[config.mk]
export PLATFORM = sky130hd
export DESIGN_NAME = video_top
export DESIGN_NICKNAME = d
export VERILOG_FILES = /design/src/verilog/video_pkg.sv /design/src/verilog/video_timing.sv /design/src/verilog/video_mmr.sv /design/src/verilog/tile_scroll.sv /design/src/verilog/layer_mix.sv /design/src/verilog/video_top.sv
export VERILOG_INCLUDE_DIRS = /design/src /design/src/include
export SDC_FILE = /design/constraint.sdc
export NUM_CORES = 2
export LEC_CHECK = 0
export BUFFER_PORTS_ARGS = -buffer_cell sky130_fd_sc_hd__buf_2
export CORE_ASPECT_RATIO = 0.8
export CORE_MARGIN = 1.5
export CORE_UTILIZATION = 50
export DETAILED_ROUTE_END_ITERATION = 10
export PLACE_DENSITY = 0.74
export REMOVE_ABC_BUFFERS = 1
export SLEW_MARGIN = 40
export SYNTH_ARGS = -nofsm -noshare
export SYNTH_HDL_FRONTEND = slang
export SYNTH_SLANG_ARGS = --single-unit
[constraint.sdc]
create_clock -name clk -period 11.33 [get_ports clk]
set_input_delay 1.133 -clock clk [delete_from_list [all_inputs] [get_ports clk]]
set_output_delay 1.133 -clock clk [all_outputs]
set_load 0.1 [all_outputs]
[src/include/video_config.svh]
// Raster geometry and tile layer constants for the tile video subsystem
// Small raster so that whole frames simulate quickly

`ifndef VIDEO_CONFIG_SVH
`define VIDEO_CONFIG_SVH

// Horizontal raster, in pixels
`define H_TOTAL         64
`define H_VISIBLE       48
`define HS_START        52
`define HS_END          56

// Vertical raster, in lines
`define V_TOTAL         40
`define V_VISIBLE       32
`define VS_START        34
`define VS_END          36

// Tile map is MAP_COLS x MAP_COLS tiles of 8x8 pixels
`define MAP_COLS        32

// 48 visible pixels plus up to 7 pixels of fine scroll
`define LINE_TILES      7

// Colour code that lets the backdrop through
`define TRANSPARENT_PEN 15

`endif

[src/verilog/video_pkg.sv]
// Shared types for the tile video subsystem
// Raster bundle, CPU registers, colours and FSM encodings

`default_nettype none

package video_pkg;

    typedef struct packed {
        logic [3:0] r;
        logic [3:0] g;
        logic [3:0] b;
    } rgb_t;

    typedef struct packed {
        logic [8:0] hdump;
        logic [8:0] vdump;
        logic [8:0] vrender;   // line being fetched
        logic       hb;
        logic       vb;
        logic       hs;
        logic       vs;
        logic       start;
    } raster_t;

    typedef struct packed {
        logic [9:0] hpos;
        logic [9:0] vpos;
        logic [7:0] vram_base;
        rgb_t       backdrop;
        logic       layer_en;
        logic       spare;
    } mmr_regs_t;

    typedef struct packed {
        logic       we;
        logic [5:0] index;
        rgb_t       color;
    } pal_wr_t;

    typedef struct packed {
        logic [1:0] pal;
        logic [3:0] color;
    } tile_pxl_t;

    // Word addresses seen on addr[4:1]
    typedef enum logic [3:0] {
        HPOS      = 4'd0,
        VPOS      = 4'd1,
        VRAM_BASE = 4'd2,
        BACKDROP  = 4'd3,
        LAYER_EN  = 4'd4,
        PAL_INDEX = 4'd5,
        PAL_DATA  = 4'd6
    } mmr_reg_e;

    typedef enum logic [1:0] {
        IDLE    = 2'd0,
        MAP_REQ = 2'd1,
        ROM_REQ = 2'd2,
        STORE   = 2'd3
    } fetch_state_e;

endpackage

`default_nettype wire

[src/verilog/video_timing.sv]
// Raster timing generator
// Horizontal and vertical counters stepped by the pixel clock enable,
// with sync, blank and line start decoded from the counters

`timescale 1ns/1ps
`default_nettype none

`include "video_config.svh"

module video_timing (
    input  wire                 clk,
    input  wire                 reset,
    input  wire                 pxl_cen,
    output video_pkg::raster_t  raster
);

    logic [8:0] hcnt;
    logic [8:0] vcnt;

    always_ff @(posedge clk) begin
        if (reset) begin
            hcnt <= '0;
            vcnt <= '0;
        end else if (pxl_cen) begin
            if (hcnt == `H_TOTAL - 1) begin
                hcnt <= '0;
                vcnt <= (vcnt == `V_TOTAL - 1) ? 9'd0 : vcnt + 9'd1;
            end else begin
                hcnt <= hcnt + 9'd1;
            end
        end
    end

    always_comb begin
        raster.hdump   = hcnt;
        raster.vdump   = vcnt;
        // Next line, fetched one line ahead of display
        raster.vrender = (vcnt == `V_TOTAL - 1) ? 9'd0 : vcnt + 9'd1;
        raster.hb      = hcnt >= `H_VISIBLE;
        raster.vb      = vcnt >= `V_VISIBLE;
        raster.hs      = (hcnt >= `HS_START) && (hcnt < `HS_END);
        raster.vs      = (vcnt >= `VS_START) && (vcnt < `VS_END);
        raster.start   = hcnt == 9'd0;
    end

endmodule

`default_nettype wire

[src/verilog/video_mmr.sv]
// CPU register block for the video subsystem
// Scroll, map base, backdrop and layer enable with byte lane writes,
// plus an auto-incrementing palette index/data port

`timescale 1ns/1ps
`default_nettype none

module video_mmr (
    input  wire                   clk,
    input  wire                   reset,
    input  wire                   cpu_cs,
    input  wire  [4:1]            addr,
    input  wire  [1:0]            dsn,
    input  wire  [15:0]           cpu_dout,
    output logic [15:0]           mmr_dout,
    output video_pkg::mmr_regs_t  regs,
    output video_pkg::pal_wr_t    pal_wr
);

    logic [5:0]  pal_index;
    logic [11:0] pal_data;
    logic [15:0] wr_word;

    // dsn is active low, one bit per byte
    function automatic logic [15:0] lane_merge(
        input logic [15:0] old_val,
        input logic [15:0] new_val,
        input logic [1:0]  lanes_n
    );
        logic [15:0] merged;
        merged = old_val;
        if (!lanes_n[1]) merged[15:8] = new_val[15:8];
        if (!lanes_n[0]) merged[7:0] = new_val[7:0];
        return merged;
    endfunction

    always_comb begin
        case (video_pkg::mmr_reg_e'(addr))
            video_pkg::HPOS:      mmr_dout = {6'd0, regs.hpos};
            video_pkg::VPOS:      mmr_dout = {6'd0, regs.vpos};
            video_pkg::VRAM_BASE: mmr_dout = {8'd0, regs.vram_base};
            video_pkg::BACKDROP:  mmr_dout = {4'd0, regs.backdrop};
            video_pkg::LAYER_EN:  mmr_dout = {15'd0, regs.layer_en};
            video_pkg::PAL_INDEX: mmr_dout = {10'd0, pal_index};
            video_pkg::PAL_DATA:  mmr_dout = {4'd0, pal_data};
            default:              mmr_dout = 16'd0;
        endcase
    end

    // Readback of the target register doubles as the old value for merging
    assign wr_word = lane_merge(mmr_dout, cpu_dout, dsn);

    always_ff @(posedge clk) begin
        if (reset) begin
            regs      <= '0;
            pal_index <= '0;
            pal_data  <= '0;
            pal_wr    <= '0;
        end else begin
            pal_wr.we <= 1'b0;
            if (cpu_cs) begin
                case (video_pkg::mmr_reg_e'(addr))
                    video_pkg::HPOS:      regs.hpos <= wr_word[9:0];
                    video_pkg::VPOS:      regs.vpos <= wr_word[9:0];
                    video_pkg::VRAM_BASE: regs.vram_base <= wr_word[7:0];
                    video_pkg::BACKDROP:  regs.backdrop <= video_pkg::rgb_t'(wr_word[11:0]);
                    video_pkg::LAYER_EN:  regs.layer_en <= wr_word[0];
                    video_pkg::PAL_INDEX: pal_index <= wr_word[5:0];
                    video_pkg::PAL_DATA: begin
                        pal_data     <= wr_word[11:0];
                        pal_wr.we    <= 1'b1;
                        pal_wr.index <= pal_index;
                        pal_wr.color <= video_pkg::rgb_t'(wr_word[11:0]);
                        // Wraps at 64 entries
                        pal_index    <= pal_index + 6'd1;
                    end
                    default: ;
                endcase
            end
        end
    end

endmodule

`default_nettype wire

[src/verilog/tile_scroll.sv]
// Tile scroll layer
// Fetches map words and 8x8 tile rows one line ahead of display into
// a double line buffer, then shifts out one pixel per pixel clock

`timescale 1ns/1ps
`default_nettype none

`include "video_config.svh"

module tile_scroll (
    input  wire                   clk,
    input  wire                   reset,
    input  wire                   pxl_cen,
    input  wire video_pkg::raster_t   raster,
    input  wire video_pkg::mmr_regs_t regs,
    output logic [17:0]           vram_addr,
    input  wire  [15:0]           vram_data,
    output logic                  vram_cs,
    input  wire                   vram_ok,
    output logic [14:0]           rom_addr,
    input  wire  [31:0]           rom_data,
    output logic                  rom_cs,
    input  wire                   rom_ok,
    output video_pkg::tile_pxl_t  pxl
);

    video_pkg::fetch_state_e state;
    video_pkg::tile_pxl_t    line_buf [0:1][0:55];

    logic        wr_bank;
    logic        rd_bank;
    logic [2:0]  fetch_fine;
    logic [2:0]  disp_fine;
    logic [2:0]  rd_fine;
    logic [5:0]  rd_idx;
    logic [7:0]  base_q;
    logic [7:0]  row_q;
    logic [4:0]  col_q;
    logic [2:0]  tile_cnt;
    logic [2:0]  pix_cnt;
    logic [11:0] code_q;
    logic [1:0]  pal_q;
    logic        hflip_q;
    logic [31:0] pix_data;
    logic [2:0]  nib_sel;

    assign vram_cs   = state == video_pkg::MAP_REQ;
    assign rom_cs    = state == video_pkg::ROM_REQ;
    assign vram_addr = {base_q, row_q[7:3], col_q};
    assign rom_addr  = {code_q, row_q[2:0]};

    // Leftmost pixel sits in the top nibble unless flipped
    assign nib_sel = hflip_q ? pix_cnt : ~pix_cnt;

    always_ff @(posedge clk) begin
        if (reset) begin
            state      <= video_pkg::IDLE;
            wr_bank    <= 1'b0;
            fetch_fine <= '0;
            disp_fine  <= '0;
            tile_cnt   <= '0;
            pix_cnt    <= '0;
        end else if (raster.start && pxl_cen) begin
            // Swap buffers and latch scroll for the next line
            wr_bank    <= ~wr_bank;
            disp_fine  <= fetch_fine;
            fetch_fine <= regs.hpos[2:0];
            base_q     <= regs.vram_base;
            row_q      <= raster.vrender[7:0] + regs.vpos[7:0];
            col_q      <= regs.hpos[7:3];
            tile_cnt   <= '0;
            state      <= video_pkg::MAP_REQ;
        end else begin
            case (state)
                video_pkg::MAP_REQ: if (vram_ok) begin
                    code_q  <= vram_data[11:0];
                    pal_q   <= vram_data[13:12];
                    hflip_q <= vram_data[14];
                    state   <= video_pkg::ROM_REQ;
                end
                video_pkg::ROM_REQ: if (rom_ok) begin
                    pix_data <= rom_data;
                    pix_cnt  <= '0;
                    state    <= video_pkg::STORE;
                end
                video_pkg::STORE: begin
                    pix_cnt <= pix_cnt + 3'd1;
                    if (pix_cnt == 3'd7) begin
                        if (tile_cnt == `LINE_TILES - 1) begin
                            state <= video_pkg::IDLE;
                        end else begin
                            tile_cnt <= tile_cnt + 3'd1;
                            // Map wraps horizontally
                            col_q    <= (col_q == `MAP_COLS - 1) ? 5'd0 : col_q + 5'd1;
                            state    <= video_pkg::MAP_REQ;
                        end
                    end
                end
                default: state <= video_pkg::IDLE;
            endcase
        end
    end

    // One buffer slot per clk while storing
    always_ff @(posedge clk) begin
        if (state == video_pkg::STORE) begin
            line_buf[wr_bank][{tile_cnt, pix_cnt}] <= '{
                pal:   pal_q,
                color: pix_data[{nib_sel, 2'b00} +: 4]
            };
        end
    end

    // At line start the swap has not landed yet, so look ahead
    assign rd_bank = raster.start ? wr_bank : ~wr_bank;
    assign rd_fine = raster.start ? fetch_fine : disp_fine;
    assign rd_idx  = raster.hdump[5:0] + {3'd0, rd_fine};

    always_ff @(posedge clk) begin
        if (reset) begin
            pxl <= '0;
        end else if (pxl_cen && !raster.hb) begin
            pxl <= line_buf[rd_bank][rd_idx];
        end
    end

endmodule

`default_nettype wire

[src/verilog/layer_mix.sv]
// Colour mixer
// Palette RAM lookup, backdrop on transparency or disabled layer,
// blanking and 4 to 8 bit colour expansion

`timescale 1ns/1ps
`default_nettype none

`include "video_config.svh"

module layer_mix (
    input  wire                       clk,
    input  wire                       reset,
    input  wire                       pxl_cen,
    input  wire video_pkg::raster_t   raster,
    input  wire video_pkg::mmr_regs_t regs,
    input  wire video_pkg::pal_wr_t   pal_wr,
    input  wire video_pkg::tile_pxl_t pxl,
    output logic [7:0]                red,
    output logic [7:0]                green,
    output logic [7:0]                blue,
    output logic                      lhbl_dly,
    output logic                      lvbl_dly
);

    video_pkg::rgb_t pal_ram [0:63];
    video_pkg::rgb_t mix_rgb;
    video_pkg::rgb_t rgb_q;

    // Blanks for the pixel currently on pxl
    logic hb_d;
    logic vb_d;

    // Palette starts out black
    always_ff @(posedge clk) begin
        if (reset) begin
            for (int i = 0; i < 64; i++) begin
                pal_ram[i] <= '0;
            end
        end else if (pal_wr.we) begin
            pal_ram[pal_wr.index] <= pal_wr.color;
        end
    end

    always_comb begin
        if (hb_d || vb_d) begin
            mix_rgb = '0;
        end else if (!regs.layer_en || pxl.color == `TRANSPARENT_PEN) begin
            mix_rgb = regs.backdrop;
        end else begin
            // Entry is pal * 16 + colour
            mix_rgb = pal_ram[{pxl.pal, pxl.color}];
        end
    end

    always_ff @(posedge clk) begin
        if (reset) begin
            hb_d     <= 1'b0;
            vb_d     <= 1'b0;
            rgb_q    <= '0;
            lhbl_dly <= 1'b0;
            lvbl_dly <= 1'b0;
        end else if (pxl_cen) begin
            hb_d     <= raster.hb;
            vb_d     <= raster.vb;
            rgb_q    <= mix_rgb;
            lhbl_dly <= ~hb_d;
            lvbl_dly <= ~vb_d;
        end
    end

    // Nibble repeated so full scale maps to 8'hff
    assign red   = {rgb_q.r, rgb_q.r};
    assign green = {rgb_q.g, rgb_q.g};
    assign blue  = {rgb_q.b, rgb_q.b};

endmodule

`default_nettype wire

[src/verilog/video_top.sv]
// Tile video subsystem top level
// Raster timing, CPU registers, one scroll layer and the colour mixer

`timescale 1ns/1ps
`default_nettype none

module video_top (
    input  wire         clk,
    input  wire         reset,
    input  wire         pxl_cen,

    // CPU interface
    input  wire         cpu_cs,
    input  wire  [4:1]  addr,
    input  wire  [1:0]  dsn,
    input  wire  [15:0] cpu_dout,
    output wire  [15:0] mmr_dout,

    // Video RAM
    output wire  [17:0] vram_addr,
    input  wire  [15:0] vram_data,
    output wire         vram_cs,
    input  wire         vram_ok,

    // Graphics ROM
    output wire  [14:0] rom_addr,
    input  wire  [31:0] rom_data,
    output wire         rom_cs,
    input  wire         rom_ok,

    // Video out
    output wire  [8:0]  hdump,
    output wire  [8:0]  vdump,
    output wire         hs,
    output wire         vs,
    output wire         hb,
    output wire         vb,
    output wire         lhbl_dly,
    output wire         lvbl_dly,
    output wire  [7:0]  red,
    output wire  [7:0]  green,
    output wire  [7:0]  blue
);

    wire video_pkg::raster_t   raster;
    wire video_pkg::mmr_regs_t regs;
    wire video_pkg::pal_wr_t   pal_wr;
    wire video_pkg::tile_pxl_t scr_pxl;

    assign hdump = raster.hdump;
    assign vdump = raster.vdump;
    assign hs    = raster.hs;
    assign vs    = raster.vs;
    assign hb    = raster.hb;
    assign vb    = raster.vb;

    video_timing u_timing (
        .clk      ( clk      ),
        .reset    ( reset    ),
        .pxl_cen  ( pxl_cen  ),
        .raster   ( raster   )
    );

    video_mmr u_mmr (
        .clk      ( clk      ),
        .reset    ( reset    ),
        .cpu_cs   ( cpu_cs   ),
        .addr     ( addr     ),
        .dsn      ( dsn      ),
        .cpu_dout ( cpu_dout ),
        .mmr_dout ( mmr_dout ),
        .regs     ( regs     ),
        .pal_wr   ( pal_wr   )
    );

    tile_scroll u_scroll (
        .clk       ( clk       ),
        .reset     ( reset     ),
        .pxl_cen   ( pxl_cen   ),
        .raster    ( raster    ),
        .regs      ( regs      ),
        .vram_addr ( vram_addr ),
        .vram_data ( vram_data ),
        .vram_cs   ( vram_cs   ),
        .vram_ok   ( vram_ok   ),
        .rom_addr  ( rom_addr  ),
        .rom_data  ( rom_data  ),
        .rom_cs    ( rom_cs    ),
        .rom_ok    ( rom_ok    ),
        .pxl       ( scr_pxl   )
    );

    layer_mix u_mix (
        .clk      ( clk      ),
        .reset    ( reset    ),
        .pxl_cen  ( pxl_cen  ),
        .raster   ( raster   ),
        .regs     ( regs     ),
        .pal_wr   ( pal_wr   ),
        .pxl      ( scr_pxl  ),
        .red      ( red      ),
        .green    ( green    ),
        .blue     ( blue     ),
        .lhbl_dly ( lhbl_dly ),
        .lvbl_dly ( lvbl_dly )
    );

endmodule

`default_nettype wire

==> flow_metrics.tcl <==
set metrics [dict create \
    numCtsBuffers 162 \
    syn_inst 5126 \
    yosysMostFrequentCell "edfxtp_1" \
    synth-seq-cells 1635 \
    critical_path.max_fanout 40 \
    slowest_stage "nor4_2" \
    grt_pass1_vias 42072 \
    p_sw_uw 3530 \
    fmax_mhz 162 \
    rr_worst_depth 15 \
    cts-root-buf "clkbuf_16" \
    setup_tns_ps 0 \
    finalMaxSlewViolations 0 \
    postCtsSetupBuffers 0 \
    power_per_cell_area_nw_per_um2 173 \
    holdBufCountCts 0 \
    overflow 0 \
    coreArea_um2 143000 \
    post_cts_resized 0 \
    boundaryPins 175 \
    syn_to_final_growth_pct 10.6 \
    dieArea_um2 146000 \
    cts_htree_levels 4 \
    final_cells 7136 \
    start_util_pct 50.3 \
    yosys-top-cells-area "edfxtp_1, mux4_2, and2_1" \
    crit_chain "nor4_2 > nand2_2 > nand2_1 > nand2_1 > ha_1 > fa_2 > buf_4 > nand2b_1 > buf_4 > a31oi_1 > buf_4 > a222oi_1 > nand4_1 > nor3_1 > o32a_1" \
    grt_pass1_wl_mm 279 \
    critPathMostFrequentCell "buf_4" \
    synth_top_area_share_pct 63.1 \
    layout-drive-gt1-share_pct 18.4 \
    clk_latency_ps 810 \
    critPathLaunchType "register" \
    dpl.cell_count 6838 \
    fin_area_um2 79400 \
    yosysSeqAreaShare_pct 66.6 \
    required_ps 12080 \
    power_frac_seq_pct 49.3 \
    rows 124 \
    avgSynthCellArea_um2 14.0 \
    chipHeight_um 342 \
    rrSetupSlack_ps 5150 \
    cap_violations 0 \
    yosysWarnings 0 \
    ys.flop_type "edfxtp_1" \
    worstSetupEndpointType "register" \
    synth_top_cell_by_area "edfxtp_1" \
    clock_sinks 1635 \
    path_clk_slew_ps 60 \
    hp-class "reg2reg" \
    clkPwrFrac_pct 38.1 \
    layout.nets 5215 \
    gp_congestion 0.914 \
    yosysUniqueCellTypes 83 \
    swShare_pct 25.7 \
    grt_max_degree 156 \
    finalCritPeriodShare_pct 54.5 \
    vias 44295 \
    grt_usage_pct 25.9 \
    post_drt_wl_per_cell_um 26.7 \
    leakage_uw 0.0271 \
    p_int_uw 10200 \
    cts_buffer_depth 3 \
    crit_start "u_timing.hcnt[3]$_SDFFE_PP0P_" \
    numPortBuffers 165 \
    antenna_found_initial 4 \
    dr.pass1.iters 8 \
    syn-cell-area_um2 71800 \
    setup_viol 0 \
    tightest_slew_ps 928 \
    share_comb_of_total_power_pct 12.6 \
    via_per_inst 6.21 \
    wirelength_mm 191 \
    post-route-drc-count 0 \
    yosys-top-cells-count "edfxtp_1, and2_1, nand2_1" \
    synthArstFlopShare_pct 0 \
    path_class "reg2reg" \
    die_x_um 427 \
    post-route-min-period_ps 6180 \
    post_dp_cell_area_um2 74100 \
    ant_nets 0 \
    synth_edf_count 1508 \
    rsz0062_at_grt "false" \
    status "complete, no violations" \
    hold_violations 0 \
    drt-initial-drc-count 7107 \
    rr_startpoint "u_timing.hcnt[3]$_SDFFE_PP0P_" \
    place_hpwl_mm 119 \
    fin_skew_ps 43.9 \
    cts_tree "done" \
    slowest_delay_ps 730 \
    worst_ep_arrival_time_ps 6920 \
    ir_drop_v 0.000180 \
    slew_headroom_pct 37.9 \
]
through the flow:
stage,hold slack [ps],total power [uW],util [%],worst slack (ps)
floorplan,430,8150,-,1530
global placement,444,8550,51.8,5200
detailed placement,443,8590,51.9,5520
CTS,452,13700,55.5,5500
global route,466,14100,55.6,5050
finish,461,13700,55.6,5150
worst min path at each step:
stage	to	cells after the start	startpoint	slack, ps
2_1_floorplan	u_mmr.regs[40]$_SDFFE_PP0P_	2	u_mmr.regs[40]$_SDFFE_PP0P_	430
3_3_place_gp	u_scroll.base_q[7]$_DFFE_PP_	0	u_mmr.regs[21]$_SDFFE_PP0P_	440
3_5_place_dp	u_scroll.base_q[6]$_DFFE_PP_	0	u_mmr.regs[20]$_SDFFE_PP0P_	440
4_1_cts	u_scroll.code_q[6]$_DFFE_PP_	1	vram_data[6]	450
5_1_grt	u_scroll.base_q[6]$_DFFE_PP_	0	u_mmr.regs[20]$_SDFFE_PP0P_	470
6_report	u_scroll.base_q[6]$_DFFE_PP_	0	u_mmr.regs[20]$_SDFFE_PP0P_	460
routing by layer:
metal  vias up  routed length (um)  global-route usage, %
li1      18973                   -                      -
met1     22216               76400                   38.1
met2      2777               86000                   38.5
met3       327               23700                   6.46
met4         2                4610                   6.87
met5         -                  13                      0
critical path: cells and delay by family (launching register included):
family	cells	cell delay, ps
adder cells (fa/ha/maj)	2	830
flip-flops	1	470
AO/OA/AOI/OAI	3	860
AND/OR/NAND/NOR	7	2820
buffers and inverters	3	1080
cell families after synthesis:
logic type	synth area share, %
compound gates	4.36
xor+xnor	0.427
fa+ha+maj	0.456
buf+inv	2.78
flops	66.6
mux	10.3
other cells	0.00522
simple gates	15.1
power by group through the flow:
stage                     combinational, uW  sequential, uW  clock (uW)
final                                  1730            6780        5230
after global routing                   1800            6790        5490
after global placement                 1650            6910           0
after floorplan                        1130            7020           0
after detailed placement               1690            6900           0
after CTS                              1690            6780        5250
sequential cells by signal, indices dropped and copies added, names as in the netlist, 6 cells and up, named ones only:
name	cells
u_mmr.pal_index	6
u_scroll.line_buf	672
u_mmr.pal_wr	7
u_mmr.regs	41
u_scroll.code_q	12
u_scroll.base_q	8
u_timing.hcnt	9
u_scroll.row_q	8
u_mmr.pal_data	12
u_scroll.pix_data	32
u_scroll.pxl	6
u_mix.pal_ram	768
u_timing.vcnt	9
placed cells by master (no fill, tap or decap), types with 33 or more instances in the layout:
master,count
mux2i_1,114
nand2_1,598
a22oi_1,41
a21oi_1,109
clkbuf_16,165
buf_2,164
nor2_2,43
or2_2,67
o21ai_0,33
nand3_1,164
nor3_1,62
and2_1,773
edfxtp_1,1508
clkinv_2,37
dfxtp_1,109
buf_4,83
nor2_1,226
a31oi_1,78
mux4_2,265
nand4_1,42
a32oi_1,55
area by class of cell:
| cell class | instances | area, um^2 |
|---|---|---|
| Clock inverter | 95 | 788 |
| Multi-Input combinational cell | 3037 | 22400 |
| Clock buffer | 199 | 4310 |
| Sequential cell | 1635 | 47900 |
| Timing Repair Buffer | 259 | 1650 |
| Antenna cell | 2 | 5.00 |
| Tap cell | 1890 | 2360 |
| Fill cell | 11041 | 63300 |
| Inverter | 19 | 71.3 |
Power figures use the tool's default switching activity.
